## src/pid_cfg.svh

```systemverilog
`ifndef PID_CFG_SVH
`define PID_CFG_SVH

////////////////////////////////////////
// channel counts
////////////////////////////////////////

`define PID_N_CH        2   // input channels and dac channels
`define PID_W_CHS       1   // channel index width

////////////////////////////////////////
// data path widths
////////////////////////////////////////

`define PID_W_SMP       18  // adc sample
`define PID_W_COMP      48  // pid computation
`define PID_W_COEF      16  // setpoint and gains, also host data word
`define PID_W_DAC       16  // dac code
`define PID_W_MLT       10  // output multiplier
`define PID_W_RS        5   // right shift amount

// dac8568 write frame length
`define PID_FRAME_BITS  32

`endif

```

## src/pid_pkg.sv

```systemverilog
`include "pid_cfg.svh"

package pid_pkg;

	////////////////////////////////////////
	// data types
	////////////////////////////////////////

	typedef logic signed [`PID_W_SMP-1:0]  smp_t;       // raw input sample
	typedef logic signed [`PID_W_COMP-1:0] comp_t;      // pid sum
	typedef logic signed [`PID_W_COEF-1:0] coef_t;      // setpoint or gain
	typedef logic        [`PID_W_DAC-1:0]  dac_word_t;  // straight binary dac code
	typedef logic signed [`PID_W_MLT-1:0]  mlt_t;       // opp scale factor
	typedef logic        [`PID_W_CHS-1:0]  chan_t;

	// host opcodes, one per shadow register plus clear and commit
	typedef enum logic [3:0] {
		OP_SETPOINT = 4'd0,
		OP_P        = 4'd1,
		OP_I        = 4'd2,
		OP_D        = 4'd3,
		OP_LOCK     = 4'd4,   // data bit 0
		OP_CLEAR    = 4'd5,   // immediate, no shadow
		OP_SRC      = 4'd6,   // pid source for this dac channel
		OP_MIN      = 4'd7,
		OP_MAX      = 4'd8,
		OP_INIT     = 4'd9,
		OP_MLT      = 4'd10,
		OP_RS       = 4'd11,
		OP_COMMIT   = 4'd12   // shadow -> active, all channels
	} cfg_op_e;

	// serial writer states
	typedef enum logic [1:0] {
		IDLE  = 2'd0,
		SHIFT = 2'd1,
		GAP   = 2'd2
	} dac_state_e;

endpackage

```

## src/loop_param_if.sv

```systemverilog
`timescale 1ns/1ps

`include "pid_cfg.svh"

interface loop_param_if;
	import pid_pkg::*;

	// pid side, indexed by input channel
	coef_t                 setpoint [`PID_N_CH];
	coef_t                 p_coef   [`PID_N_CH];
	coef_t                 i_coef   [`PID_N_CH];
	coef_t                 d_coef   [`PID_N_CH];
	logic [`PID_N_CH-1:0]  lock_en;
	logic [`PID_N_CH-1:0]  clear;   // single cycle

	// output side, indexed by dac channel
	chan_t                 src_sel     [`PID_N_CH];
	dac_word_t             out_min     [`PID_N_CH];
	dac_word_t             out_max     [`PID_N_CH];
	dac_word_t             out_init    [`PID_N_CH];
	mlt_t                  multiplier  [`PID_N_CH];
	logic [`PID_W_RS-1:0]  right_shift [`PID_N_CH];

	modport regs (output setpoint, p_coef, i_coef, d_coef, lock_en, clear,
		src_sel, out_min, out_max, out_init, multiplier, right_shift);

	modport pid (input setpoint, p_coef, i_coef, d_coef, lock_en, clear);

	// lock_en here so the opp can follow the lock state of its source
	modport opp (input src_sel, out_min, out_max, out_init, multiplier, right_shift,
		lock_en);

endinterface

```

## src/output_preproc.sv

```systemverilog
`timescale 1ns/1ps

`include "pid_cfg.svh"

module output_preproc (
	input  logic                  clk,
	input  logic                  rst,
	input  pid_pkg::chan_t        chan,      // dac channel of this instance
	input  pid_pkg::comp_t        results [`PID_N_CH],
	input  logic [`PID_N_CH-1:0]  results_valid,
	loop_param_if.opp             prm,
	output pid_pkg::dac_word_t    word,
	output logic                  word_valid
);
	import pid_pkg::*;

	chan_t     sel;        // pid channel feeding us
	comp_t     src;
	logic      src_valid;
	logic      src_lock;   // lock state of the selected pid
	comp_t     prod;
	comp_t     shifted;
	comp_t     level;      // init + scaled result, before clamp
	dac_word_t clamped;

	////////////////////////////////////////
	// source select and scaling
	////////////////////////////////////////

	always_comb begin
		sel       = prm.src_sel[chan];
		src       = results[sel];
		src_valid = results_valid[sel];
		src_lock  = prm.lock_en[sel];

		prod    = src * comp_t'(prm.multiplier[chan]);
		shifted = prod >>> prm.right_shift[chan];        // arithmetic, keeps sign
		level   = comp_t'(prm.out_init[chan]) + shifted; // init is unsigned, zero extends

		// clamp in the signed domain, min and max are unsigned codes
		if (level > comp_t'(prm.out_max[chan]))
			clamped = prm.out_max[chan];
		else if (level < comp_t'(prm.out_min[chan]))
			clamped = prm.out_min[chan];
		else
			clamped = dac_word_t'(level);
	end

	always_ff @(posedge clk) begin
		if (rst)
			word_valid <= 1'b0;
		else
			word_valid <= src_valid;
	end

	// unlocked output parks at init
	always_ff @(posedge clk) begin
		if (src_valid)
			word <= src_lock ? clamped : prm.out_init[chan];
	end

endmodule

```

## src/flat_wrapper.sv

```systemverilog
// flat-port wrapper written by rule: the top's interface ports become plain ports
module output_preproc_flat import pid_pkg::*;
  (clk, rst, chan, results, results_valid, word, word_valid, prm_src_sel, prm_out_min, prm_out_max, prm_out_init, prm_multiplier, prm_right_shift, prm_lock_en);
  loop_param_if prm_i ();
  input  logic clk;
  input  logic rst;
  input  pid_pkg::chan_t chan;
  input  pid_pkg::comp_t results[`PID_N_CH];
  input  logic [`PID_N_CH-1:0] results_valid;
  output pid_pkg::dac_word_t word;
  output logic word_valid;
  input wire logic [$bits(prm_i.src_sel)-1:0] prm_src_sel;
  input wire logic [$bits(prm_i.out_min)-1:0] prm_out_min;
  input wire logic [$bits(prm_i.out_max)-1:0] prm_out_max;
  input wire logic [$bits(prm_i.out_init)-1:0] prm_out_init;
  input wire logic [$bits(prm_i.multiplier)-1:0] prm_multiplier;
  input wire logic [$bits(prm_i.right_shift)-1:0] prm_right_shift;
  input wire logic [$bits(prm_i.lock_en)-1:0] prm_lock_en;
  assign prm_i.src_sel = {>>{prm_src_sel}};
  assign prm_i.out_min = {>>{prm_out_min}};
  assign prm_i.out_max = {>>{prm_out_max}};
  assign prm_i.out_init = {>>{prm_out_init}};
  assign prm_i.multiplier = {>>{prm_multiplier}};
  assign prm_i.right_shift = {>>{prm_right_shift}};
  assign prm_i.lock_en = prm_lock_en;
  output_preproc u_core (.clk(clk), .rst(rst), .chan(chan), .results(results), .results_valid(results_valid), .prm(prm_i), .word(word), .word_valid(word_valid));
endmodule
```

## config.mk

```make
export PLATFORM = sky130hd
export DESIGN_NAME = output_preproc_flat
export DESIGN_NICKNAME = d
export VERILOG_FILES = /design/src/pid_pkg.sv /design/src/loop_param_if.sv /design/src/output_preproc.sv /design/src/flat_wrapper.sv
export VERILOG_INCLUDE_DIRS = /design/src /design/src/src
export SDC_FILE = /design/constraint.sdc
export NUM_CORES = 1
export LEC_CHECK = 0
export BUFFER_PORTS_ARGS = -buffer_cell sky130_fd_sc_hd__buf_2
export CAP_MARGIN = 30
export CORE_ASPECT_RATIO = 1.25
export CORE_UTILIZATION = 57
export DETAILED_ROUTE_END_ITERATION = 10
export PLACE_DENSITY = 0.92
export SYNTH_ARGS = -nofsm -noshare
export SYNTH_HDL_FRONTEND = slang
export SYNTH_SLANG_ARGS = --single-unit
```

## constraint.sdc

```tcl
create_clock -name clk -period 12.1 [get_ports clk]
set_input_delay 0 -clock clk [delete_from_list [all_inputs] [get_ports clk]]
set_output_delay 0 -clock clk [all_outputs]
set_load 0.1 [all_outputs]
```

-- After elaboration in Yosys (flattened, before gate mapping)
Cells that the tools add are included.
W data, S select, Z words.
- bits in registers: 17
- output and inout bits: 17
- logic and storage cells: 40
- $add $sub $neg: 1
- $mul: 1
- order comparisons: 5
- shift operators: 1
- muxes and demuxes: 28
- bitwise gates (word level): 2
- operators with widths (kind ; count):
    $mux W16 ; 12
    $mux W48 ; 3
    $add A17 B48 Y48 ; 1
    $gt A48 B17 Y1 ; 1
    $lt A48 B17 Y1 ; 1
    $mul A48 B10 Y48 ; 1
    $sshr A48 B5 Y48 ; 1
    $mux W10 ; 3
    $mux W5 ; 3
    $mux W1 ; 7
    $ge A2 B2 Y1 const B ; 2
    $not A1 Y2 ; 2
    $lt A1 B2 Y1 const B ; 1

-- Longest topological paths before layout
- depth in word-level cells: 15
- gate-level depth with buffers: 61

-- Worst setup path before layout
Ideal clock, no wire load.
- path type: in2reg
- start point: input chan
- end point: register u_core.word[11] (data pin)
- data arrival time: 11706 ps
- required time: 11844 ps
- slack: 138 ps
- stages on the path: 45
- buffers on the path: 5
- path through: mux2i_4 buf_6 buf_1 buf_1 buf_1 mux2i_1 nor2_1 fa_1 inv_1 fa_1 fa_1 fa_1 fa_1 inv_1 ha_1 nand2_2 o21ai_0 a21oi_1 [9 not listed] o21a_1 o21ai_0 nand2b_1 a31o_2 a41o_1 a31oi_1 nor2_1 a211oi_1 nor3_1 a21oi_1 nor4b_4 and3_1 or4_4 nor4b_4 a41oi_2 buf_6 o211a_1 o22a_1
- longest elaborated chain between the ends: 15
- elaborated cells between the ends (all ways): 33
- RTL lines (element ; line ; text):
    start: declaration ; flat_wrapper.sv:7 ; input pid_pkg::chan_t chan;
    $not A1 Y2 (implied by the code) (*) ; -- ;
    $mux W1 (implied by the code) (3 in series) ; output_preproc.sv:31 ; sel = prm.src_sel[chan];
    $not A1 Y2 (implied by the code) ; output_preproc.sv:32 ; src = results[sel];
    $mux W48 (implied by the code) (3 in series) ; output_preproc.sv:32 ;
    $mul A48 B10 Y48 ; output_preproc.sv:36 ; prod = src * comp_t'(prm.multiplier[chan]);
    $sshr A48 B5 Y48 ; output_preproc.sv:37 ; shifted = prod >>> prm.right_shift[chan];
    $add A17 B48 Y48 ; output_preproc.sv:38 ; level = comp_t'(prm.out_init[chan]) + shifted;
    $lt A48 B17 Y1 ; output_preproc.sv:43 ; else if (level < comp_t'(prm.out_min[chan]))
    $mux W16 ; output_preproc.sv:43 ;
    $mux W16 ; output_preproc.sv:41 ; if (level > comp_t'(prm.out_max[chan]))
    $mux W16 (*) ; output_preproc.sv:59 ; word <= src_lock ? clamped : prm.out_init[chan];
    end signal: assignment ; output_preproc.sv:59 ;
    end: declaration ; output_preproc.sv:12 ; output pid_pkg::dac_word_t word,
Every way passes the cells marked *; elsewhere a longest branch is shown, timed or not. The select of a mux whose other input is x is not followed.
A chain may end at the register's enable or synchronous reset.

-- Worst setup path in the final report
- start point: input chan
- end point: register u_core.word[5] (data pin)
The elaborated chain is that of the path after synthesis.

==> qor.yml <==
drt:
  antenna_left: 0
  vias: 25232
  routedWlPerCell_um: 20.6
  dr.pass1.iters: 8
  drt_iter0_drc: 2513
  avgViaCountPerCell: 6.46
  drt-total-wl_um: 80300
  drc: 0
logic_synthesis:
  yosys_warnings: 0
  synth_top_area_share_pct: 27.2
  syn-num-nets: 3856
  ys_seq_area_share_pct: 2.07
  synth_top_area_cell: "fa_1"
  async_flop_share_pct: 0
  ys_types: 122
  avgSynthCellArea_um2: 7.68
  synth_area_um2: 24100
  ys.flop_type: "edfxtp_1"
  synth-seq-cells: 17
  synthCells: 3144
  yosys-top-cells-area: "fa_1, ha_1, inv_1"
  synth_edf_count: 16
global_routing:
  grt_usage_pct: 36.8
  grt_max_degree: 68
  grt_antenna_before_repair: 1
  grt_pass1_vias: 25207
  grt_overflow: 0
  grt_pass1_wl_um: 126000
placement:
  placedCellCount: 3887
  portBuffers: 247
  gp_congestion: 1.02
  dp_hpwl_um: 63900
cts:
  clk_pin_slew_ns: 0.05
  htree_levels: 1
  cts_buffers: 3
  ctsLongestPathBuffers: 2
  cts_tree: "built"
  cts_root_buffer: "clkbuf_16"
  clock-sinks: 17
final_layout:
  area_growth_syn_to_layout_pct: 10.5
  final_nets: 4067
  final_common_cell: "inv_1"
  final_cells: 3908
  layout_common_cells: "inv_1, nor2_1, fa_1"
  drive_gt1_share_pct: 17.4
  num-fill-cells: 3310
timing:
  setup_viol: 0
  timing.fmax_mhz: 85.0
  period_share_pct: 97.2
  hold_viol: 0
  period_minus_slack_ns: 11.76
  drv_slew: 0
  slew_headroom_pct: 27.6
  worstMarginPinSlew_ns: 1.06
setup_path:
  slowest_delay_ns: 0.56
  cp-end-kind: "flop"
  crit_fanout: 30
  worstSetupPathType: "in -> reg"
  cp.arrival_ns: 11.87
  cpMostUsedCell: "fa_1"
  cpMaxStageDelayCell: "fa_1"
  crit_required_ns: 12.20
  startpoint_type: "input pin"
floorplan:
  die_w_um: 186
  start_util_pct: 58.3
  dieArea_um2: 43200
  core-area_um2: 41400
  rows: 83
  io_pins: 248
  die_h_um: 232
hold_path:
  min_to: "u_core.word[0]"
  hold_path_startpoint: "prm_out_min[0]"
  min_path_cells: 3
  hold_path_class: "in -> reg"
run:
  maxCapViolCount: 0
status:
  outcome: "finished clean"
[area by class of cell]
| type | count | area, um2 | area share, % |
|---|---|---|---|
| well taps | 552 | 691 | 2.59 |
| flip-flops and latches | 17 | 500 | 1.88 |
| clock buffers | 4 | 78.8 | 0.295 |
| multi-input cells | 2518 | 21500 | 80.6 |
| diodes | 2 | 5.00 | 0.0188 |
| repair buffers | 366 | 2220 | 8.32 |
| inverters | 449 | 1690 | 6.33 |
[registers in the layout, indices dropped and copies added, names as in the netlist]
| signal | flops |
|---|---|
| u_core.word | 16 |
| u_core.word_valid | 1 |
[per-layer routing]
metal  GRT usage [%]  routed length (um)  up-vias
li1                -                   -    11114
met1            42.8               28700    11837
met2            62.0               37700     1813
met3            6.74                8130      468
met4            23.4                5790        0
met5               0                   0        -
[cells in the mapped netlist, types with 14 or more instances]
cell type	count
a21o_1	33
o22ai_1	16
fa_1	328
o211ai_1	46
o21ai_0	112
buf_2	31
nor4_1	14
or2_2	20
a31oi_1	22
o21a_1	24
a211oi_1	34
nand2b_1	29
nor2b_1	15
nor2_1	441
nand3_1	50
mux2_2	69
mux2i_1	131
edfxtp_1	16
o21ai_1	15
buf_1	34
nand4_1	45
clkbuf_1	81
o211a_1	18
a21oi_1	134
nand2_1	311
and2_1	30
and3_1	16
xnor2_1	39
nor3_1	52
inv_1	448
ha_1	153
xor2_1	15
[worst max-delay path by stage]
stage	startpoint	to	cells past startpoint
final	chan	u_core.word[5]	47
after global routing	chan	u_core.word[11]	44
after CTS	chan	u_core.word[11]	43
after detailed placement	chan	u_core.word[12]	43
after global placement	chan	u_core.word[9]	43
after floorplan	chan	u_core.word[11]	45
[repair_timing]
item                                    in CTS  in global routing
setup buffers                                0                 11
endpoints found under the setup margin       0                 16
gates resized for setup                      0                 39
hold endpoints to repair                     1                  0
hold buffers                                 1                  0
[per-stage QoR]
stage	setup TNS, ns	cell area [um2]	utilization (%)	setup WS, ns	hold WS, ns
final	0	26700	64.4	0.337	0.181
after global routing	-0.0762	26700	64.4	-0.0493	0.203
after CTS	0	26400	63.7	0.0310	0.181
after detailed placement	-2.21	26300	63.5	-0.211	0.162
after global placement	-0.262	26300	63.5	-0.0504	0.157
after floorplan	0	24100	-	0.138	0.0716
[critical path, delay by kind of cell]
kind | cells | cell delay (ns)
buffers and inverters | 7 | 0.98
AO/OA/AOI/OAI | 18 | 3.21
adder cells (fa/ha/maj) | 8 | 3.51
AND/OR/NAND/NOR | 12 | 3.29
multiplexers | 2 | 0.81
[kinds of logic (layout without fill, tap and decap cells)]
logic type               count (synthesis)  count (layout)  share of synthesized area [%]
multiplexers                           210             210                           9.35
AND/OR/NAND/NOR                       1086            1087                           20.4
XOR/XNOR                                57              57                           2.19
other                                    0               2                              0
AO/OA/AOI/OAI                          683             683                           20.9
buffers and inverters                  610             819                           9.99
adder cells (fa/ha/maj)                481             481                           35.1
flip-flops                              17              17                           2.07
Power is left out: the tool's default activity adds up to more than one toggle a clock period on the data nets, which glitch-free logic cannot reach.
