`src/pid_cfg.svh`:
```
`ifndef PID_CFG_SVH
`define PID_CFG_SVH

////////////////////////////////////////
// channel counts
////////////////////////////////////////

`define PID_N_CH        2   // input channels and dac channels
`define PID_W_CHS       1   // channel index width

////////////////////////////////////////
// data path widths
////////////////////////////////////////

`define PID_W_SMP       18  // adc sample
`define PID_W_COMP      48  // pid computation
`define PID_W_COEF      16  // setpoint and gains, also host data word
`define PID_W_DAC       16  // dac code
`define PID_W_MLT       10  // output multiplier
`define PID_W_RS        5   // right shift amount

// dac8568 write frame length
`define PID_FRAME_BITS  32

`endif

```
`src/pid_pkg.sv`:
```
`include "pid_cfg.svh"

package pid_pkg;

	////////////////////////////////////////
	// data types
	////////////////////////////////////////

	typedef logic signed [`PID_W_SMP-1:0]  smp_t;       // raw input sample
	typedef logic signed [`PID_W_COMP-1:0] comp_t;      // pid sum
	typedef logic signed [`PID_W_COEF-1:0] coef_t;      // setpoint or gain
	typedef logic        [`PID_W_DAC-1:0]  dac_word_t;  // straight binary dac code
	typedef logic signed [`PID_W_MLT-1:0]  mlt_t;       // opp scale factor
	typedef logic        [`PID_W_CHS-1:0]  chan_t;

	// host opcodes, one per shadow register plus clear and commit
	typedef enum logic [3:0] {
		OP_SETPOINT = 4'd0,
		OP_P        = 4'd1,
		OP_I        = 4'd2,
		OP_D        = 4'd3,
		OP_LOCK     = 4'd4,   // data bit 0
		OP_CLEAR    = 4'd5,   // immediate, no shadow
		OP_SRC      = 4'd6,   // pid source for this dac channel
		OP_MIN      = 4'd7,
		OP_MAX      = 4'd8,
		OP_INIT     = 4'd9,
		OP_MLT      = 4'd10,
		OP_RS       = 4'd11,
		OP_COMMIT   = 4'd12   // shadow -> active, all channels
	} cfg_op_e;

	// serial writer states
	typedef enum logic [1:0] {
		IDLE  = 2'd0,
		SHIFT = 2'd1,
		GAP   = 2'd2
	} dac_state_e;

endpackage

```
`src/loop_param_if.sv`:
```
`timescale 1ns/1ps

`include "pid_cfg.svh"

interface loop_param_if;
	import pid_pkg::*;

	// pid side, indexed by input channel
	coef_t                 setpoint [`PID_N_CH];
	coef_t                 p_coef   [`PID_N_CH];
	coef_t                 i_coef   [`PID_N_CH];
	coef_t                 d_coef   [`PID_N_CH];
	logic [`PID_N_CH-1:0]  lock_en;
	logic [`PID_N_CH-1:0]  clear;   // single cycle

	// output side, indexed by dac channel
	chan_t                 src_sel     [`PID_N_CH];
	dac_word_t             out_min     [`PID_N_CH];
	dac_word_t             out_max     [`PID_N_CH];
	dac_word_t             out_init    [`PID_N_CH];
	mlt_t                  multiplier  [`PID_N_CH];
	logic [`PID_W_RS-1:0]  right_shift [`PID_N_CH];

	modport regs (output setpoint, p_coef, i_coef, d_coef, lock_en, clear,
		src_sel, out_min, out_max, out_init, multiplier, right_shift);

	modport pid (input setpoint, p_coef, i_coef, d_coef, lock_en, clear);

	// lock_en here so the opp can follow the lock state of its source
	modport opp (input src_sel, out_min, out_max, out_init, multiplier, right_shift,
		lock_en);

endinterface

```
`src/pid_core.sv`:
```
`timescale 1ns/1ps

`include "pid_cfg.svh"

module pid_core (
	input  logic            clk,
	input  logic            rst,
	input  pid_pkg::chan_t  chan,        // which slice of prm belongs to us
	input  pid_pkg::smp_t   smp,
	input  logic            smp_valid,
	loop_param_if.pid       prm,
	output pid_pkg::comp_t  result,
	output logic            result_valid
);
	import pid_pkg::*;

	comp_t err;        // setpoint - sample
	comp_t integ;      // running sum of errors
	comp_t integ_nx;
	comp_t prev_err;
	comp_t sum;

	////////////////////////////////////////
	// pid sum
	////////////////////////////////////////

	always_comb begin
		// everything sign extended to the computation width first
		err      = comp_t'(prm.setpoint[chan]) - comp_t'(smp);
		integ_nx = integ + err;   // i term uses the updated integrator
		sum      = comp_t'(prm.p_coef[chan]) * err
		         + comp_t'(prm.i_coef[chan]) * integ_nx
		         + comp_t'(prm.d_coef[chan]) * (err - prev_err);
	end

	// loop state
	always_ff @(posedge clk) begin
		if (rst) begin
			integ        <= '0;
			prev_err     <= '0;
			result_valid <= 1'b0;
		end else begin
			result_valid <= smp_valid;    // one cycle latency
			if (smp_valid) begin
				if (prm.lock_en[chan]) begin
					integ    <= integ_nx;
					prev_err <= err;
				end else begin
					integ    <= '0;       // unlocked loop holds no history
					prev_err <= '0;
				end
			end
			if (prm.clear[chan]) begin     // clear beats a sample in the same cycle
				integ    <= '0;
				prev_err <= '0;
			end
		end
	end

	// result register
	always_ff @(posedge clk) begin
		if (smp_valid)
			result <= prm.lock_en[chan] ? sum : '0;
	end

endmodule

```
`src/flat_wrapper.sv`:
```
// flat-port wrapper written by rule: the top's interface ports become plain ports
module pid_core_flat import pid_pkg::*;
  (clk, rst, chan, smp, smp_valid, result, result_valid, prm_setpoint, prm_p_coef, prm_i_coef, prm_d_coef, prm_lock_en, prm_clear);
  loop_param_if prm_i ();
  input  logic clk;
  input  logic rst;
  input  pid_pkg::chan_t chan;
  input  pid_pkg::smp_t smp;
  input  logic smp_valid;
  output pid_pkg::comp_t result;
  output logic result_valid;
  input wire logic [$bits(prm_i.setpoint)-1:0] prm_setpoint;
  input wire logic [$bits(prm_i.p_coef)-1:0] prm_p_coef;
  input wire logic [$bits(prm_i.i_coef)-1:0] prm_i_coef;
  input wire logic [$bits(prm_i.d_coef)-1:0] prm_d_coef;
  input wire logic [$bits(prm_i.lock_en)-1:0] prm_lock_en;
  input wire logic [$bits(prm_i.clear)-1:0] prm_clear;
  assign prm_i.setpoint = {>>{prm_setpoint}};
  assign prm_i.p_coef = {>>{prm_p_coef}};
  assign prm_i.i_coef = {>>{prm_i_coef}};
  assign prm_i.d_coef = {>>{prm_d_coef}};
  assign prm_i.lock_en = prm_lock_en;
  assign prm_i.clear = prm_clear;
  pid_core u_core (.clk(clk), .rst(rst), .chan(chan), .smp(smp), .smp_valid(smp_valid), .prm(prm_i), .result(result), .result_valid(result_valid));
endmodule
```
`config.mk`:
```
export PLATFORM = sky130hd
export DESIGN_NAME = pid_core_flat
export DESIGN_NICKNAME = d
export VERILOG_FILES = /design/src/pid_pkg.sv /design/src/loop_param_if.sv /design/src/pid_core.sv /design/src/flat_wrapper.sv
export VERILOG_INCLUDE_DIRS = /design/src /design/src/src
export SDC_FILE = /design/constraint.sdc
export NUM_CORES = 2
export LEC_CHECK = 0
export ABC_CLOCK_PERIOD_IN_PS = 31900
export BUFFER_PORTS_ARGS = -buffer_cell sky130_fd_sc_hd__buf_4
export CAP_MARGIN = 20
export CORE_MARGIN = 2
export CORE_UTILIZATION = 25
export CTS_BUF_LIST = sky130_fd_sc_hd__clkbuf_4
export DETAILED_ROUTE_END_ITERATION = 8
export GPL_TIMING_DRIVEN = 0
export PLACE_DENSITY = 0.48
export SKIP_LAST_GASP = 1
export SLEW_MARGIN = 10
export SYNTH_ARGS = -nofsm -noshare
export SYNTH_HDL_FRONTEND = slang
export SYNTH_SLANG_ARGS = --single-unit
export TNS_END_PERCENT = 30
```
`constraint.sdc`:
```
create_clock -name clk -period 31.9 [get_ports clk]
set_input_delay 9.57 -clock clk [delete_from_list [all_inputs] [get_ports clk]]
set_output_delay 9.57 -clock clk [all_outputs]
set_load 0.05 [all_outputs]
```
======== Word-level counts from Yosys, hierarchy flattened ========
Index checks and enable logic that the tools add are counted.
word-level totals
  register bits after elaboration ......... 145
  input port bits ......................... 154
  output and inout port bits .............. 49
  word-level logic and storage cells ...... 34
cells by class
  add/sub/neg operators ................... 5
  multiply operators ...................... 3
  magnitude comparators ................... 2
  mux-type cells .......................... 18
  bitwise logic cells ..................... 1
  reductions and logical operators ........ 1
operators with widths
  operator                                            count
  two-way mux 16 bit                                  12
  adder 48 bit                                        2
  multiplier 16 x 48 -> 48 bit                        2
  two-way mux 48 bit                                  2
  adder 48 x 19 -> 48 bit                             1
  subtractor 19 x 48 -> 48 bit                        1
  multiplier 16 x 19 -> 35 bit                        1
  subtractor 16 x 18 -> 19 bit                        1
  two-way mux 1 bit                                   4
  >= comparator 2 bit, second input constant          1
  < comparator 1 x 2 -> 1 bit, second input constant  1
  NOT 1 -> 2 bit                                      1
  OR reduction 2 bit                                  1

======== Depth between registers and ports, before layout ========
  depth after elaboration ................. 9
  depth in mapped cells ................... 76
  mapped depth without buffers ............ 67

======== Least setup slack after synthesis ========
OpenSTA, ideal clock, no wires.
  kind .................................... input -> register
  start point ............................. in chan
  end point ............................... reg u_core.result[47], data pin
  setup time .............................. 0.266 ns
  arrival time ............................ 27.367 ns
  required time ........................... 31.634 ns
  slack ................................... 4.267 ns
  stages .................................. 64
  path buffers ............................ 10
  cell sequence ........................... clkbuf_1 > buf_2 > buf_2 > buf_2 > buf_1 > buf_1 > buf_1 > buf_1 > mux2_2 > ha_1 > nor2b_1 > o21ai_0 > a21oi_1 > o41ai_1 > o21a_1 > a2111oi_0 > o31ai_1 > a31oi_2 > [28 not listed] > inv_1 > fa_1 > fa_1 > inv_1 > fa_1 > inv_1 > fa_1 > inv_1 > ha_1 > a21o_1 > a21o_1 > a41oi_2 > o21ai_1 > a211oi_1 > o21ai_0 > xnor3_1 > xnor3_1 > nor2_1
between the ends
  cells in the longest elaborated chain, start to end .. 9
  elaborated cells between the ends (all ways) .. 23
  classes of those cells .................. 5 x add/sub; 3 x mul; 14 x mux; 1 x bitwise
RTL lines
  element                                                line               RTL
  start: declaration                                     flat_wrapper.sv:7  input pid_pkg::chan_t chan;
  NOT 1 -> 2 bit (implied by the code)                   -
  two-way mux 16 bit (implied by the code) (3 in a row)  pid_core.sv:29     err = comp_t'(prm.setpoint[chan]) - comp_t'(smp);
  subtractor 16 x 18 -> 19 bit                           pid_core.sv:29
  adder 48 x 19 -> 48 bit                                pid_core.sv:30     integ_nx = integ + err;
  multiplier 16 x 48 -> 48 bit                           pid_core.sv:32     + comp_t'(prm.i_coef[chan]) * integ_nx
  adder 48 bit                                           pid_core.sv:32
  adder 48 bit                                           pid_core.sv:33     + comp_t'(prm.d_coef[chan]) * (err - prev_err);
  end signal: assignment                                 pid_core.sv:63     result <= prm.lock_en[chan] ? sum : '0;
  end: declaration                                       pid_core.sv:12     output pid_pkg::comp_t result,
Parallel ways exist; a longest one is shown, timed or not. The select of a mux whose other input is x is not followed.
A chain may end at the register's enable or synchronous reset.

======== Final worst setup path ========
Same ends and word-level chain as after synthesis.

==> impl_metrics.json <==
{
  "die_area_um2": 239700,
  "start_util_pct": 25.09,
  "nets": 8952,
  "fin_hold_ws_ns": 0.4793,
  "synth-edff-count": 48,
  "postRouteAntennaNets": 0,
  "synth.avg_cell_area_um2": 8.779,
  "min_path_cells": 2,
  "clock_skew_ns": 0.1056,
  "ctsHoldBuffers": 0,
  "grt_pass1_vias": 49261,
  "area_growth_pct": 10.70,
  "synth_cell_types": 82,
  "ys.flop_type": "dfxtp_1",
  "ys_ff_latch": 116,
  "yosysWarnings": 0,
  "cp_slowest_stage_delay_ns": 0.86,
  "worst-path-buf-inv": 20,
  "via_per_inst": 4.502,
  "tightest_slew_ns": 1.265,
  "clk_pin_slew_ns": 0.20,
  "cpMaxStageDelayCell": "xor2_1",
  "fin_util_pct": 27.77,
  "chipWidth_um": 489.6,
  "root_buffer": "clkbuf_4",
  "post-route-drc-count": 2,
  "status": "finished, violations left",
  "rsz0062_at_grt": "no",
  "core-area_um2": 235000,
  "layout_common_cells": "1,723 x inv_1, 1,491 x fa_1, 1,127 x nand2_1, 450 x nor2_1, 337 x ha_1",
  "max_freq_mhz": 32.76,
  "path_class": "primary input to flip-flop",
  "antenna_found_initial": 12,
  "clockBufferDepth": 2,
  "port_buffers": 201,
  "num_rows": 178,
  "register_area_um2": 2803,
  "setup_violations": 0,
  "r2r_setup_slack_ns": 18.76,
  "max-slew-margin-rel_pct": 15.39,
  "grt_max_degree": 51,
  "ys_async_sr_fraction_pct": 0,
  "drv_slew": 0,
  "hold_viol_final": 0,
  "finalWirelength_um": 222400,
  "numClockSinks": 116,
  "fill_cells": 25447,
  "ys_seq_area_share_pct": 4.754,
  "cp-start-kind": "primary input",
  "grt_pass1_wl_um": 330900,
  "violations": "design-rule violations",
  "firstDrtPassIters": 8,
  "required_ns": 32.68,
  "cts_htree_levels": 4,
  "clock_latency_ns": 0.98,
  "cap_violations": 0,
  "synth.cell_area_um2": 58950,
  "fin_crit_ns": 30.53,
  "crit_family": "adder cells",
  "reg2reg_to": "u_core.result[46]",
  "rr_worst_depth": 39,
  "synth_fp_nets": 8697,
  "crit_top_cell": "fa_1",
  "die_y_um": 489.6,
  "drtIter0Drc": 3236,
  "min_to": "u_core.prev_err[2]",
  "hpwlAfterDp_um": 196800,
  "wl_per_cell_um": 21.93,
  "arrival_ns": 31.30,
  "gp_congestion": 0.9441,
  "ioPinCount": 203,
  "grt_overflow": 0,
  "drive_above_1_share_pct": 5.771,
  "grt_usage_pct": 19.02,
  "multi_input_area_um2": 48670,
  "post-route-period-util_pct": 95.69,
  "layout_commonest_cell": "inv_1",
  "cts_buffers": 17,
  "cts_tree": "done",
  "synthCells": 6715,
  "vias": 45651,
  "r2r-start": "u_core.prev_err[1]",
  "min_from": "u_core.prev_err[2]",
  "path_max_fanout": 19,
  "hold_path.class": "flip-flop to flip-flop",
  "worst_setup_path_end_kind": "flip-flop"
}
-- routing by layer --
layer / vias to the layer above / part of all wire [%] / global-route usage (%)
li1: 20100 / - / -
met1: 23840 / 44 / 25.75
met2: 1453 / 46 / 30.49
met3: 252 / 6.4 / 2.775
met4: 6 / 4.5 / 7.627
met5: - / 0.022 / 0
-- worst min-delay path, stage by stage, from the launching register on --
cell,delay [ns]
dfxtp_1,0.34
nand2_1,0.06
a21oi_1,0.05
-- through the flow --
| step | TNS (ns) | worst slack, ns | area, um^2 | std cells |
|---|---|---|---|---|
| floorplan | 0 | 4.267 | 58950 | 6715 |
| global placement | -58.35 | -5.780 | 64400 | 10066 |
| detailed placement | -1.291 | -0.8674 | 64890 | 10098 |
| CTS | 0 | 0.09173 | 65180 | 10130 |
| global route | 0 | 0.1190 | 65260 | 10138 |
| finish | 0 | 1.374 | 65260 | 10140 |
-- cell families (layout without fill, tap and decap cells) --
| family | count (synthesis) | count (layout) | share of synthesized area (%) |
|---|---|---|---|
| flops | 116 | 116 | 4.754 |
| simple gates | 1949 | 1949 | 13.90 |
| buf+inv | 2022 | 2290 | 12.89 |
| other cells | 0 | 7 | 0 |
| xor+xnor | 219 | 219 | 3.430 |
| compound gates | 491 | 491 | 5.592 |
| mux | 90 | 90 | 1.649 |
| fa+ha+maj | 1828 | 1828 | 57.78 |
-- registers in the layout (all words and copies together), names as in the netlist --
name,cells
u_core.prev_err,19
u_core.result_valid,1
u_core.result,48
u_core.integ,48
-- repair_timing --
item                                    in CTS  in global routing
resized for setup                            0                  6
setup buffers                                0                  2
endpoints found under the setup margin       0                  9
-- synthesized netlist by cell type (all sizes together), types with 18 or more instances --
| cell type | count | area, um^2 |
|---|---|---|
| a21o | 67 | 503.0 |
| nand4 | 19 | 118.9 |
| o21a | 18 | 135.1 |
| and2 | 121 | 757.0 |
| fa | 1491 | 29850 |
| nor2 | 451 | 1693 |
| inv | 1724 | 6471 |
| or2 | 20 | 125.1 |
| nand3 | 36 | 180.2 |
| xor2 | 63 | 551.8 |
| o21ai | 86 | 437.9 |
| mux2i | 33 | 330.3 |
| edfxtp | 48 | 1441 |
| ha | 337 | 4217 |
| nor2b | 40 | 250.2 |
| mux2 | 57 | 641.9 |
| nand2b | 55 | 344.1 |
| a21oi | 125 | 636.9 |
| a22oi | 55 | 412.9 |
| clkbuf | 267 | 1002 |
| dfxtp | 68 | 1361 |
| xnor2 | 149 | 1313 |
| nand2 | 1127 | 4230 |
| buf | 27 | 111.4 |
| nor3 | 37 | 190.2 |
-- cell type report --
type                            count  area share, %
Tap cell                         3150          6.039
Timing Repair Buffer              239          2.981
Sequential cell                   116          4.295
Antenna cell                        7        0.02684
Clock buffer                       17         0.1956
Inverter                         1728          9.945
Clock inverter                     15         0.2377
Buffer                            291          1.706
Multi-Input combinational cell   4577          74.57
-- worst max-delay path by stage --
stage | start | endpoint | slack [ns] | cells past startpoint
floorplan | chan | u_core.result[47] | 4.27 | 64
global placement | chan | u_core.result[47] | -5.78 | 64
detailed placement | chan | u_core.result[47] | -0.87 | 71
CTS | chan | u_core.result[47] | 0.09 | 71
global route | chan | u_core.result[47] | 0.12 | 72
finish | chan | u_core.result[47] | 1.37 | 64
Power is not shown: default switching activity piles up to over one toggle a cycle in this logic, so the estimate is an artifact.
