`src/pid_cfg.svh`:
```
`ifndef PID_CFG_SVH
`define PID_CFG_SVH

////////////////////////////////////////
// channel counts
////////////////////////////////////////

`define PID_N_CH        2   // input channels and dac channels
`define PID_W_CHS       1   // channel index width

////////////////////////////////////////
// data path widths
////////////////////////////////////////

`define PID_W_SMP       18  // adc sample
`define PID_W_COMP      48  // pid computation
`define PID_W_COEF      16  // setpoint and gains, also host data word
`define PID_W_DAC       16  // dac code
`define PID_W_MLT       10  // output multiplier
`define PID_W_RS        5   // right shift amount

// dac8568 write frame length
`define PID_FRAME_BITS  32

`endif

```
`src/pid_pkg.sv`:
```
`include "pid_cfg.svh"

package pid_pkg;

	////////////////////////////////////////
	// data types
	////////////////////////////////////////

	typedef logic signed [`PID_W_SMP-1:0]  smp_t;       // raw input sample
	typedef logic signed [`PID_W_COMP-1:0] comp_t;      // pid sum
	typedef logic signed [`PID_W_COEF-1:0] coef_t;      // setpoint or gain
	typedef logic        [`PID_W_DAC-1:0]  dac_word_t;  // straight binary dac code
	typedef logic signed [`PID_W_MLT-1:0]  mlt_t;       // opp scale factor
	typedef logic        [`PID_W_CHS-1:0]  chan_t;

	// host opcodes, one per shadow register plus clear and commit
	typedef enum logic [3:0] {
		OP_SETPOINT = 4'd0,
		OP_P        = 4'd1,
		OP_I        = 4'd2,
		OP_D        = 4'd3,
		OP_LOCK     = 4'd4,   // data bit 0
		OP_CLEAR    = 4'd5,   // immediate, no shadow
		OP_SRC      = 4'd6,   // pid source for this dac channel
		OP_MIN      = 4'd7,
		OP_MAX      = 4'd8,
		OP_INIT     = 4'd9,
		OP_MLT      = 4'd10,
		OP_RS       = 4'd11,
		OP_COMMIT   = 4'd12   // shadow -> active, all channels
	} cfg_op_e;

	// serial writer states
	typedef enum logic [1:0] {
		IDLE  = 2'd0,
		SHIFT = 2'd1,
		GAP   = 2'd2
	} dac_state_e;

endpackage

```
`src/dac_serial.sv`:
```
`timescale 1ns/1ps

`include "pid_cfg.svh"

module dac_serial (
	input  logic                clk,
	input  logic                rst,
	input  logic                start,
	input  pid_pkg::dac_word_t  word,
	input  pid_pkg::chan_t      chan,
	output logic                nsync,
	output logic                sclk,
	output logic                din,
	output logic                done
);
	import pid_pkg::*;

	dac_state_e                               state;
	logic [`PID_FRAME_BITS-1:0]               frame;
	logic [`PID_FRAME_BITS-1:0]               shreg;   // next bits at the top
	logic [$clog2(2*`PID_FRAME_BITS)-1:0]     cnt;     // two clk per bit

	////////////////////////////////////////
	// dac8568 write frame
	////////////////////////////////////////

	// prefix, write and update command, address, data, feature bits
	assign frame = {4'b0000, 4'b0011, {(4-`PID_W_CHS){1'b0}}, chan, word, 4'b0000};

	always_ff @(posedge clk) begin
		if (rst) begin
			state <= IDLE;
			cnt   <= '0;
			nsync <= 1'b1;
			sclk  <= 1'b0;
			din   <= 1'b0;
			done  <= 1'b0;
		end else begin
			done <= 1'b0;
			case (state)
				IDLE: if (start) begin
					state <= SHIFT;
					cnt   <= '0;
					nsync <= 1'b0;
					sclk  <= 1'b1;               // first high phase
					din   <= frame[`PID_FRAME_BITS-1];
				end
				SHIFT: begin
					cnt <= cnt + 1'b1;
					if (!cnt[0]) begin
						sclk <= 1'b0;            // falling edge, dac samples here
					end else if (&cnt) begin     // last low phase done
						state <= GAP;
						cnt   <= '0;
						nsync <= 1'b1;
						sclk  <= 1'b0;
						din   <= 1'b0;
					end else begin
						sclk <= 1'b1;
						din  <= shreg[`PID_FRAME_BITS-1];   // new bit on the rise
					end
				end
				GAP: begin
					cnt <= cnt + 1'b1;
					if (cnt[0])
						state <= IDLE;
					else
						done <= 1'b1;            // high in the last gap cycle
				end
				default: state <= IDLE;
			endcase
		end
	end

	// shift register, msb first
	always_ff @(posedge clk) begin
		if (state == IDLE && start)
			shreg <= frame << 1;
		else if (state == SHIFT && cnt[0])
			shreg <= shreg << 1;
	end

endmodule

```
`config.mk`:
```
export PLATFORM = sky130hd
export DESIGN_NAME = dac_serial
export DESIGN_NICKNAME = d
export VERILOG_FILES = /design/src/pid_pkg.sv /design/src/dac_serial.sv
export VERILOG_INCLUDE_DIRS = /design/src /design/src/src
export SDC_FILE = /design/constraint.sdc
export NUM_CORES = 1
export LEC_CHECK = 0
export ABC_AREA = 1
export BUFFER_PORTS_ARGS = -buffer_cell sky130_fd_sc_hd__buf_2
export CAP_MARGIN = 20
export CORE_ASPECT_RATIO = 1.1
export CORE_MARGIN = 2
export CORE_UTILIZATION = 56
export DETAILED_ROUTE_END_ITERATION = 12
export PLACE_DENSITY_LB_ADDON = 0.2
export SETUP_SLACK_MARGIN = 0.2
export SLEW_MARGIN = 20
export SYNTH_ARGS = -nofsm -noshare
export SYNTH_HDL_FRONTEND = slang
export SYNTH_SLANG_ARGS = --single-unit
```
`constraint.sdc`:
```
create_clock -name clk -period 2.3 [get_ports clk]
set_input_delay 0 -clock clk [delete_from_list [all_inputs] [get_ports clk]]
set_output_delay 0 -clock clk [all_outputs]
set_load 0.005 [all_outputs]
```
After elaboration in Yosys (flattened, before gate mapping)
Index checks and enable logic that the tools add are counted.
{"block": "totals", "output_inout_bits": 4, "reg_bits": 39}
{"block": "classes", "muxes": 23, "n_bitwise": 1, "eq_ne": 6, "n_reduce_logical": 13, "n_addsub": 1}
{"op": "22-bit two-way mux", "n": 2}
{"op": "6-bit two-way mux", "n": 3}
{"op": "6-bit one-hot mux with 3 select lines", "n": 1}
{"op": "1-bit two-way mux", "n": 9}
{"op": "2-bit two-way mux", "n": 4}
{"op": "2-bit != test, second input constant", "n": 4}
{"op": "4-bit AND reduction", "n": 2}
{"op": "6-bit by 1-bit adder with 6-bit output, second input constant", "n": 1}
{"op": "1-bit one-hot mux with 2 select lines", "n": 3}
{"op": "2-bit one-hot mux with 3 select lines", "n": 1}
{"op": "6-bit AND reduction", "n": 1}
{"op": "2-bit AND reduction", "n": 2}
{"op": "2-bit nonzero test", "n": 2}
{"op": "3-bit AND reduction", "n": 1}
{"op": "3-bit nonzero test", "n": 1}
{"op": "2-bit by 1-bit equality test with 1-bit output, second input constant", "n": 1}
{"op": "2-bit equality test, second input constant", "n": 1}
{"op": "1-bit logical AND", "n": 2}
{"op": "2-bit logical NOT", "n": 1}
{"op": "2-bit OR reduction", "n": 1}
{"op": "1-bit inverter", "n": 1}

Longest topological paths before layout
Gate-level depths: netlist (run 1).
{"block": "logic_depth", "depth_word": 4, "ltp_mapped": 9, "ltp_nobuf": 9}

Least setup slack after synthesis (run 1)
No wires, ideal clock.
{"block": "synth_timing", "path_type": "register to register", "from": "register state[0]", "to": "register shreg[10] (enable)", "required_ns": 1.928, "stages_incl_launch_ff": 6, "path_slack_ns": 0.530, "n_path_buf": 1, "arrival_ns": 1.398, "path_cell_list": "dfxtp_1 > inv_1 > ha_1 > nand2_1 > clkbuf_1 > nand2_1"}
{"block": "synth_via", "elab_chain_cells": 3, "word_cells_on_any_way": 5}
{"element": "start, declared", "line": "dac_serial.sv:18", "text": "dac_state_e state;"}
{"element": "start signal, assigned", "line": "dac_serial.sv:32", "text": "state <= IDLE;"}
{"element": "start signal, assigned", "line": "dac_serial.sv:42", "text": "state <= SHIFT;"}
{"element": "start signal, assigned", "line": "dac_serial.sv:53", "text": "state <= GAP;"}
{"element": "2-bit by 1-bit equality test with 1-bit output or 2-bit logical NOT (tied branches)", "line": "dac_serial.sv:79, dac_serial.sv:77"}
{"element": "1-bit logical AND (on tied branches)", "line": "dac_serial.sv:79, dac_serial.sv:77"}
{"element": "2-bit nonzero test (no line) (*)"}
{"element": "end signal, assigned", "line": "dac_serial.sv:78", "text": "shreg <= frame << 1;"}
{"element": "end signal, assigned", "line": "dac_serial.sv:80", "text": "shreg <= shreg << 1;"}
{"element": "end, declared", "line": "dac_serial.sv:20", "text": "logic [`PID_FRAME_BITS-1:0] shreg;"}
Every way passes the cells marked *; elsewhere a longest branch is shown, timed or not.
A chain may end at the register's enable or synchronous reset.

Worst setup path after layout (run 1)
{"block": "layout_timing", "from": "register state[1]", "to": "register shreg[18] (enable)"}
Same word-level chain as after synthesis.

==> results of run 1 <==
-- per-layer routing --
layer	vias to the layer above	track usage [%]	wire length (um)
met5	-	0	0
met4	0	6.977	34
met3	4	4.555	89
met2	23	41.19	2036
met1	674	25.50	1502
li1	789	-	-
-- cells in the mapped netlist, drive strengths merged --
cell type,n
o21ai,12
edfxtp,17
a21oi,11
clkinv,1
nand3,10
nor2,32
dfxtp,22
inv,17
clkbuf,2
xor2,1
ha,5
a211oi,1
nand2,78
nor3,1
o2111ai,1
nor3b,1
o211ai,1
buf,5
-- registers in the layout (all words and copies together), names as in the netlist --
register / cells
done: 1
sclk: 1
cnt: 6
din: 1
shreg: 27
nsync: 1
state: 2
-- final cells by class --
cell class	count	area [um^2]
Clock buffer	5	37.54
Clock inverter	3	67.56
Fill cell	229	818.3
Inverter	18	67.56
Multi-Input combinational cell	154	719.4
Sequential cell	39	950.9
Tap cell	34	42.54
Timing Repair Buffer	44	317.8
-- worst max-delay path: cells and delay by family, from the launching register on --
kind	cells	cell delay, ns
simple gates	2	0.41
flops	1	0.36
buf+inv	2	0.33
fa+ha+maj	1	0.32
-- logic make-up (layout without fill, tap and decap cells) --
logic type | count (synthesis) | after routing
compound gates | 26 | 26
xor+xnor | 1 | 1
fa+ha+maj | 5 | 5
buf+inv | 25 | 70
flops | 39 | 39
simple gates | 122 | 122
-- power by group through the flow --
stage	sequential (mW)	clock (mW)	combinational (mW)
final	0.920	0.565	0.532
after global routing	0.934	0.605	0.605
after CTS	0.919	0.575	0.524
after detailed placement	0.935	0	0.496
after global placement	0.932	0	0.494
after floorplan	0.928	0	0.371
-- how the worst max path moves through the flow --
stage | from | to | depth (start not counted)
2_1_floorplan | state[0]$_SDFFE_PP0P_ | shreg[10]$_DFFE_PP_ | 5
3_3_place_gp | state[1]$_SDFFE_PP0P_ | shreg[11]$_DFFE_PP_ | 5
3_5_place_dp | state[1]$_SDFFE_PP0P_ | shreg[10]$_DFFE_PP_ | 5
4_1_cts | state[1]$_SDFFE_PP0P_ | shreg[17]$_DFFE_PP_ | 5
5_1_grt | state[1]$_SDFFE_PP0P_ | shreg[28]$_SDFFE_PP0P_ | 6
6_report | state[1]$_SDFFE_PP0P_ | shreg[18]$_DFFE_PP_ | 5
-- cells in the final DEF, fill, tap and decap left out, drive strengths merged, types with 10 or more instances in the layout --
cell type,count
nand2,78
nor2,32
buf,26
dfxtp,22
dlygate4sd3,18
edfxtp,17
inv,17
o21ai,12
a21oi,11
nand3,10
-- stage by stage --
step | total power, mW | utilization (%) | setup slack, ns
after floorplan | 1.299 | - | 0.5302
after global placement | 1.426 | 63.48 | 0.6243
after detailed placement | 1.431 | 63.48 | 0.6026
after CTS | 2.018 | 72.92 | 0.5831
after global routing | 2.144 | 72.92 | 0.3720
final | 2.017 | 72.92 | 0.5823
==> metrics.md, run 1 <==
| Metric | Value |
|---|---|
| Total iterations of the first detailed-routing run | `5` |
| Static leakage power | `0.9778 nW` |
| Outcome | `finished, final reports clean` |
| Area added between synthesis and finish | `24.45%` |
| Max Slew Vio Count | `0` |
| Synth Instances | `218` |
| Final period utilization | `74.68%` |
| Reg2reg setup slack | `0.58 ns` |
| Delay of the slowest critical-path stage | `0.36 ns` |
| Total negative slack | `0 ns` |
| Dominant cells by area after synthesis | `edfxtp_1 (29%), dfxtp_1 (25%), nand2_1 (16%)` |
| Clock period minus final worst setup slack | `1.718 ns` |
| Core Area | `3022 um^2` |
| RePlAce Congestion | `0.8400` |
| Number of top-level pins | `24` |
| Ordered list of cells on the worst path | `inv_1, ha_1, nand2_1, nand2_1, buf_4` |
| Number of global-route vias before repair | `1434` |
| Crit path capture type | `register` |
| Count of non-filler cells in the finished layout | `297` |
| Number of nets with antenna violations after detailed routing | `0` |
| Max cap viols | `0` |
| Compound-cell area share of the yosys netlist | `8.057%` |
| Final setup skew | `0.01642 ns` |
| Skew-Pair Late Insertion Delay | `0.34 ns` |
| Chip height | `62.97 um` |
| Count of hold-fix buffers inserted at cts | `18` |
| Total number of H-tree levels | `2` |
| Setup repair after global routing missed its margin | `no` |
| Critical Path Fanout Max | `17` |
| Initial core utilization | `58.59%` |
| Max stage delay cell, worst path | `dfxtp_1` |
| Arrival @ worst endpoint | `1.76 ns` |
| Cell Area, Placed | `1918 um^2` |
| Number of synthesis warnings | `0` |
| Setup CP Type | `reg -> reg` |
| End point of the most critical hold path | `sclk$_SDFFE_PP0P_` |
| Final Instance Area | `2203 um^2` |
| Fraction of power consumed by the clock network | `28.0%` |
| Via count of the routed design | `1490` |
| Proportion of netlist area held by the largest area contributor | `28.83%` |
| DRC violations left | `0` |
| Clock Tree Root | `clkbuf_4` |
| Hold Crit Start | `start` |
| Worst ir drop on vdd | `0.6095 mV` |
| Clock sink total | `39` |
| Final number of hold-violating endpoints | `0` |
| Number of nets in the layout | `287` |
| Power spent charging and discharging nets | `0.6111 mW` |
| DIE WIDTH | `57.61 um` |
| Share of synthesized area spent on multiplexers | `0%` |
| Buffers inserted by post-CTS timing repair | `0` |
| Launching point of the worst reg2reg path | `state[1]$_SDFFE_PP0P_` |
| Initial detailed-routing violation count | `64` |
| Class of the worst hold path | `in -> reg` |
| Sequential power share | `45.6%` |
| Remaining Overflow, GRT | `0` |
| Clock transition at the registers of the reported paths | `0.12 ns` |
| Worst Reg-to-Reg Cells | `5` |
| Setup crit start kind | `register` |
| Placed cell count | `271` |
| Mean Syn Cell Area | `8.121 um^2` |
| PD cells | `915.6 nW/um^2` |
| Cell depth of the worst min-delay path | `4` |
| First-pass GRT wire length | `6258 um` |
| Total of cells resized after clock tree synthesis | `0` |
| DPL Wire Length | `2231 um` |
| Adder and majority gate portion of the synthesized area | `3.534%` |
| Aggregate global-route resource usage | `22.49%` |
| Number of buffers created by CTS | `5` |
| Number of I/O port buffers | `23` |
| Site Rows | `21` |
| Total die area | `3628 um^2` |
| Synth cell types | `25` |
| Hold Slack | `0.1087 ns` |
| Cell taking the most area after synthesis | `edfxtp_1` |
| Layout cells sized above 1 | `18.63%` |
| CTS max path bufs | `2` |
| Max Freq | `582.2 MHz` |
| Largest family of logic cells by synthesized area | `simple AND/OR/NAND/NOR gates` |
| Final count of negative-setup-slack endpoints | `0` |
| Initial antenna violation count | `0` |
| Cell occurring most often along the worst timing path | `nand2_1` |
| Register bit count reported by yosys | `39` |
| Combinational cell fraction of total power | `26.4%` |
| Int Power | `1.406 mW` |
| Post-synth net total | `243` |
| Detailed Route WL | `3662 um` |
| Synthesized-area fraction occupied by and/or/nand/nor cells | `28.55%` |
| Xor/xnor cell area share of the yosys netlist | `0.4947%` |
| Worst slew pin tran | `0.3205 ns` |
| CTS tree | `done` |
| Average vias per placed instance | `5.017` |
| Synthesized area | `1770 um^2` |
| Sequential share of the synthesized area | `53.71%` |
| Maximum number of pins on one net before global-route repair | `18` |
| Routed length per placed instance | `12.33 um` |
| Slew HR | `78.60%` |
| Inserted Diodes | `0` |
| Worst path required time | `2.34 ns` |
| Switching part of the total power | `30.29%` |
| Worst R2R End | `shreg[18]$_DFFE_PP_` |
Power figures use the tool's default switching activity.
==> run 2: changes to the inputs <==
--- a/config.mk
+++ b/config.mk
@@ -11,7 +11,7 @@
 export CAP_MARGIN = 20
 export CORE_ASPECT_RATIO = 1.1
 export CORE_MARGIN = 2
-export CORE_UTILIZATION = 56
+export CORE_UTILIZATION = 50
 export DETAILED_ROUTE_END_ITERATION = 12
 export PLACE_DENSITY_LB_ADDON = 0.2
 export SETUP_SLACK_MARGIN = 0.2
==> constraint.sdc (replaced) <==
create_clock -name clk -period 1.5 [get_ports clk]
set_input_delay 0 -clock clk [delete_from_list [all_inputs] [get_ports clk]]
set_output_delay 0 -clock clk [all_outputs]
set_load 0.005 [all_outputs]
==> run 2 against run 1 <==
Net effect: core utilization up 0.14 points; die area rose by 11%; first-iteration DRC count increased by 41%; final cell count up 7.7%; final area is 11% higher; global-route usage is 0.65 points lower; clock-buffer cell count rose by 1; power increased by 62%; fmax grew 32%; sequential power grew 55%; sequential share of layout area fell by 4.0 points.
==> metrics.md, run 2 (synthesis gave the netlist of run 1 again) <==
| Metric | Value |
|---|---|
| Class of the worst hold path | `in -> reg` |
| Detailed Route WL | `3843 um` |
| Largest register FFs | `27` |
| Worst path required time | `1.79 ns` |
| Final count of negative-setup-slack endpoints | `0` |
| Combined flip-flop and latch cell area | `960.9 um^2` |
| Initial detailed-routing violation count | `90` |
| Maximum number of pins on one net before global-route repair | `17` |
| Average vias per placed instance | `4.900` |
| Initial antenna violation count | `0` |
| Site Rows | `22` |
| Outcome | `finished, final reports clean` |
| Power after layout | `3.258 mW` |
| Chip height | `66.41 um` |
| Initial core utilization | `52.72%` |
| Total iterations of the first detailed-routing run | `4` |
| Highest-count cells in the layout ignoring fill and taps | `nand2_1 (72), nor2_1 (24), buf_2 (23), dfxtp_1 (18), dlygate4sd3_1 (18)` |
| Max stage delay cell, worst path | `dfxtp_4` |
| Max cap viols | `0` |
| DIE WIDTH | `60.74 um` |
| Cell occurring most often along the worst timing path | `nand2_1` |
| Number of global-route vias before repair | `1557` |
| Count of non-filler cells in the finished layout | `320` |
| Delay of the slowest critical-path stage | `0.38 ns` |
| Number of nets in the layout | `296` |
| Ordered list of cells on the worst path | `inv_4, ha_4, nand2_1, nand2_2, inv_2, nand3_1, nand2_1, a21oi_2` |
| Routed length per placed instance | `12.01 um` |
| Number of nets with antenna violations after detailed routing | `0` |
| RePlAce Congestion | `0.8468` |
| Final setup skew | `0.01370 ns` |
| Reg2reg setup slack | `0.20 ns` |
| Via count of the routed design | `1568` |
| DPL Wire Length | `2274 um` |
| Aggregate global-route resource usage | `21.84%` |
| Total area of multi-input combinational cells | `867.1 um^2` |
| Layout filler cell count | `269` |
| Arrival @ worst endpoint | `1.59 ns` |
| DRC violations left | `0` |
| Kind of cell with the highest combined delay on the critical path | `simple AND/OR/NAND/NOR gates` |
| Final period utilization | `86.46%` |
| Total die area | `4033 um^2` |
| Critical path depth | `8` |
| Most common cell after layout, fill and taps aside | `nand2_1` |
| Worst path buffer plus inverter count | `2` |
| Critical Path Fanout Max | `4` |
| Skew-Pair Late Insertion Delay | `0.36 ns` |
| Remaining Overflow, GRT | `0` |
| Largest register by flop count | `shreg` |
| Area added between synthesis and finish | `38.59%` |
| Core Area | `3358 um^2` |
| Final number of hold-violating endpoints | `0` |
| Clock Tree Root | `clkbuf_4` |
| Crit path capture type | `register` |
| Setup CP Type | `reg -> reg` |
| Number of I/O port buffers | `23` |
| Max Slew Vio Count | `0` |
| Pre-CTS setup slack | `0.05279 ns` |
| Worst Reg-to-Reg Cells | `8` |
| Inserted Diodes | `0` |
| Cell depth of the worst min-delay path | `4` |
| Total number of H-tree levels | `2` |
| Total negative slack | `0 ns` |
| Placed cell count | `289` |
| Worst ir drop on vdd | `0.8402 mV` |
| Layout cells sized above 1 | `30.15%` |
| Setup crit start kind | `register` |
| Number of buffers created by CTS | `5` |
| Biggest registers after layout | `shreg (27), cnt (6), state (2)` |
| Clock sink total | `39` |
| Worst Setup Slack, final | `0.2032 ns` |
| Hold Slack | `0.04295 ns` |
| CTS tree | `done` |
| Max Freq | `771.1 MHz` |
| Static leakage power | `1.060 nW` |
| Worst slew pin tran | `0.2317 ns` |
| Number of top-level pins | `24` |
| Setup repair after global routing missed its margin | `yes` |
| Clock transition at the registers of the reported paths | `0.13 ns` |
| PD cells | `1328 nW/um^2` |
| Clock period minus final worst setup slack | `1.297 ns` |
| Slew HR | `84.53%` |
| CTS max path bufs | `2` |
| First-pass GRT wire length | `6437 um` |
-- run 2: cell types whose count changed in the layout (fill, tap and decap cells not counted), moves of 3 or more --
cell	change
nand2_1	-4
dfxtp_1	-4
ha_1	-4
nand2_8	+3
ha_4	+3
inv_4	+5
inv_1	-6
nand2_4	+3
buf_4	+5
-- run 2: per-layer routing --
metal	vias to the layer above	global-route usage [%]	wire length [um]
li1	805	-	-
met1	700	25.96	1697
met2	56	35.75	1872
met3	7	6.262	188
met4	0	10.05	85
met5	-	0	0
-- run 2: final timing paths --
kind	start	to
worst max-delay path	state[1]$_SDFFE_PP0P_	state[0]$_SDFFE_PP0P_
worst min-delay path	start	sclk$_SDFFE_PP0P_
worst max register to register	state[1]$_SDFFE_PP0P_	state[0]$_SDFFE_PP0P_
worst min register to register	nsync$_SDFFE_PP1P_	nsync$_SDFFE_PP1P_
-- run 2: power by group --
part           switching [mW]  internal, mW  total [mW]
Clock                   0.358         0.394       0.752
Combinational           0.632         0.448        1.08
Sequential             0.0783          1.35        1.43
-- run 2: what timing repair did --
item	4_1_cts	5_1_grt
pin swaps	2	9
resized for setup	18	26
gates cloned	1	0
endpoints found under the setup margin	55	50
buffers inserted	2	2
hold endpoints to repair	26	0
hold buffers	18	0
-- run 2: worst reg2reg max path: cells and delay by family, from the launching register on --
| family | cells | cell delay (ns) |
|---|---|---|
| flip-flops | 1 | 0.38 |
| AND/OR/NAND/NOR | 4 | 0.43 |
| AO/OA/AOI/OAI | 1 | 0.13 |
| buffers and inverters | 2 | 0.13 |
| adder cells (fa/ha/maj) | 1 | 0.17 |
-- run 2: layout make-up --
cell class	count	area share, %
sequential	39	39.16
multi-input combinational	155	35.34
timing repair buffer	52	16.22
tap	48	2.448
inverter	18	3.315
clock inverter	2	1.428
clock buffer	6	2.091
-- run 2: through the flow --
| step | cell area (um^2) | utilization (%) |
|---|---|---|
| after floorplan | 1817 | - |
| after global placement | 1991 | 59.28 |
| after detailed placement | 1991 | 59.28 |
| after CTS | 2344 | 69.78 |
| after global routing | 2454 | 73.06 |
| final | 2454 | 73.06 |
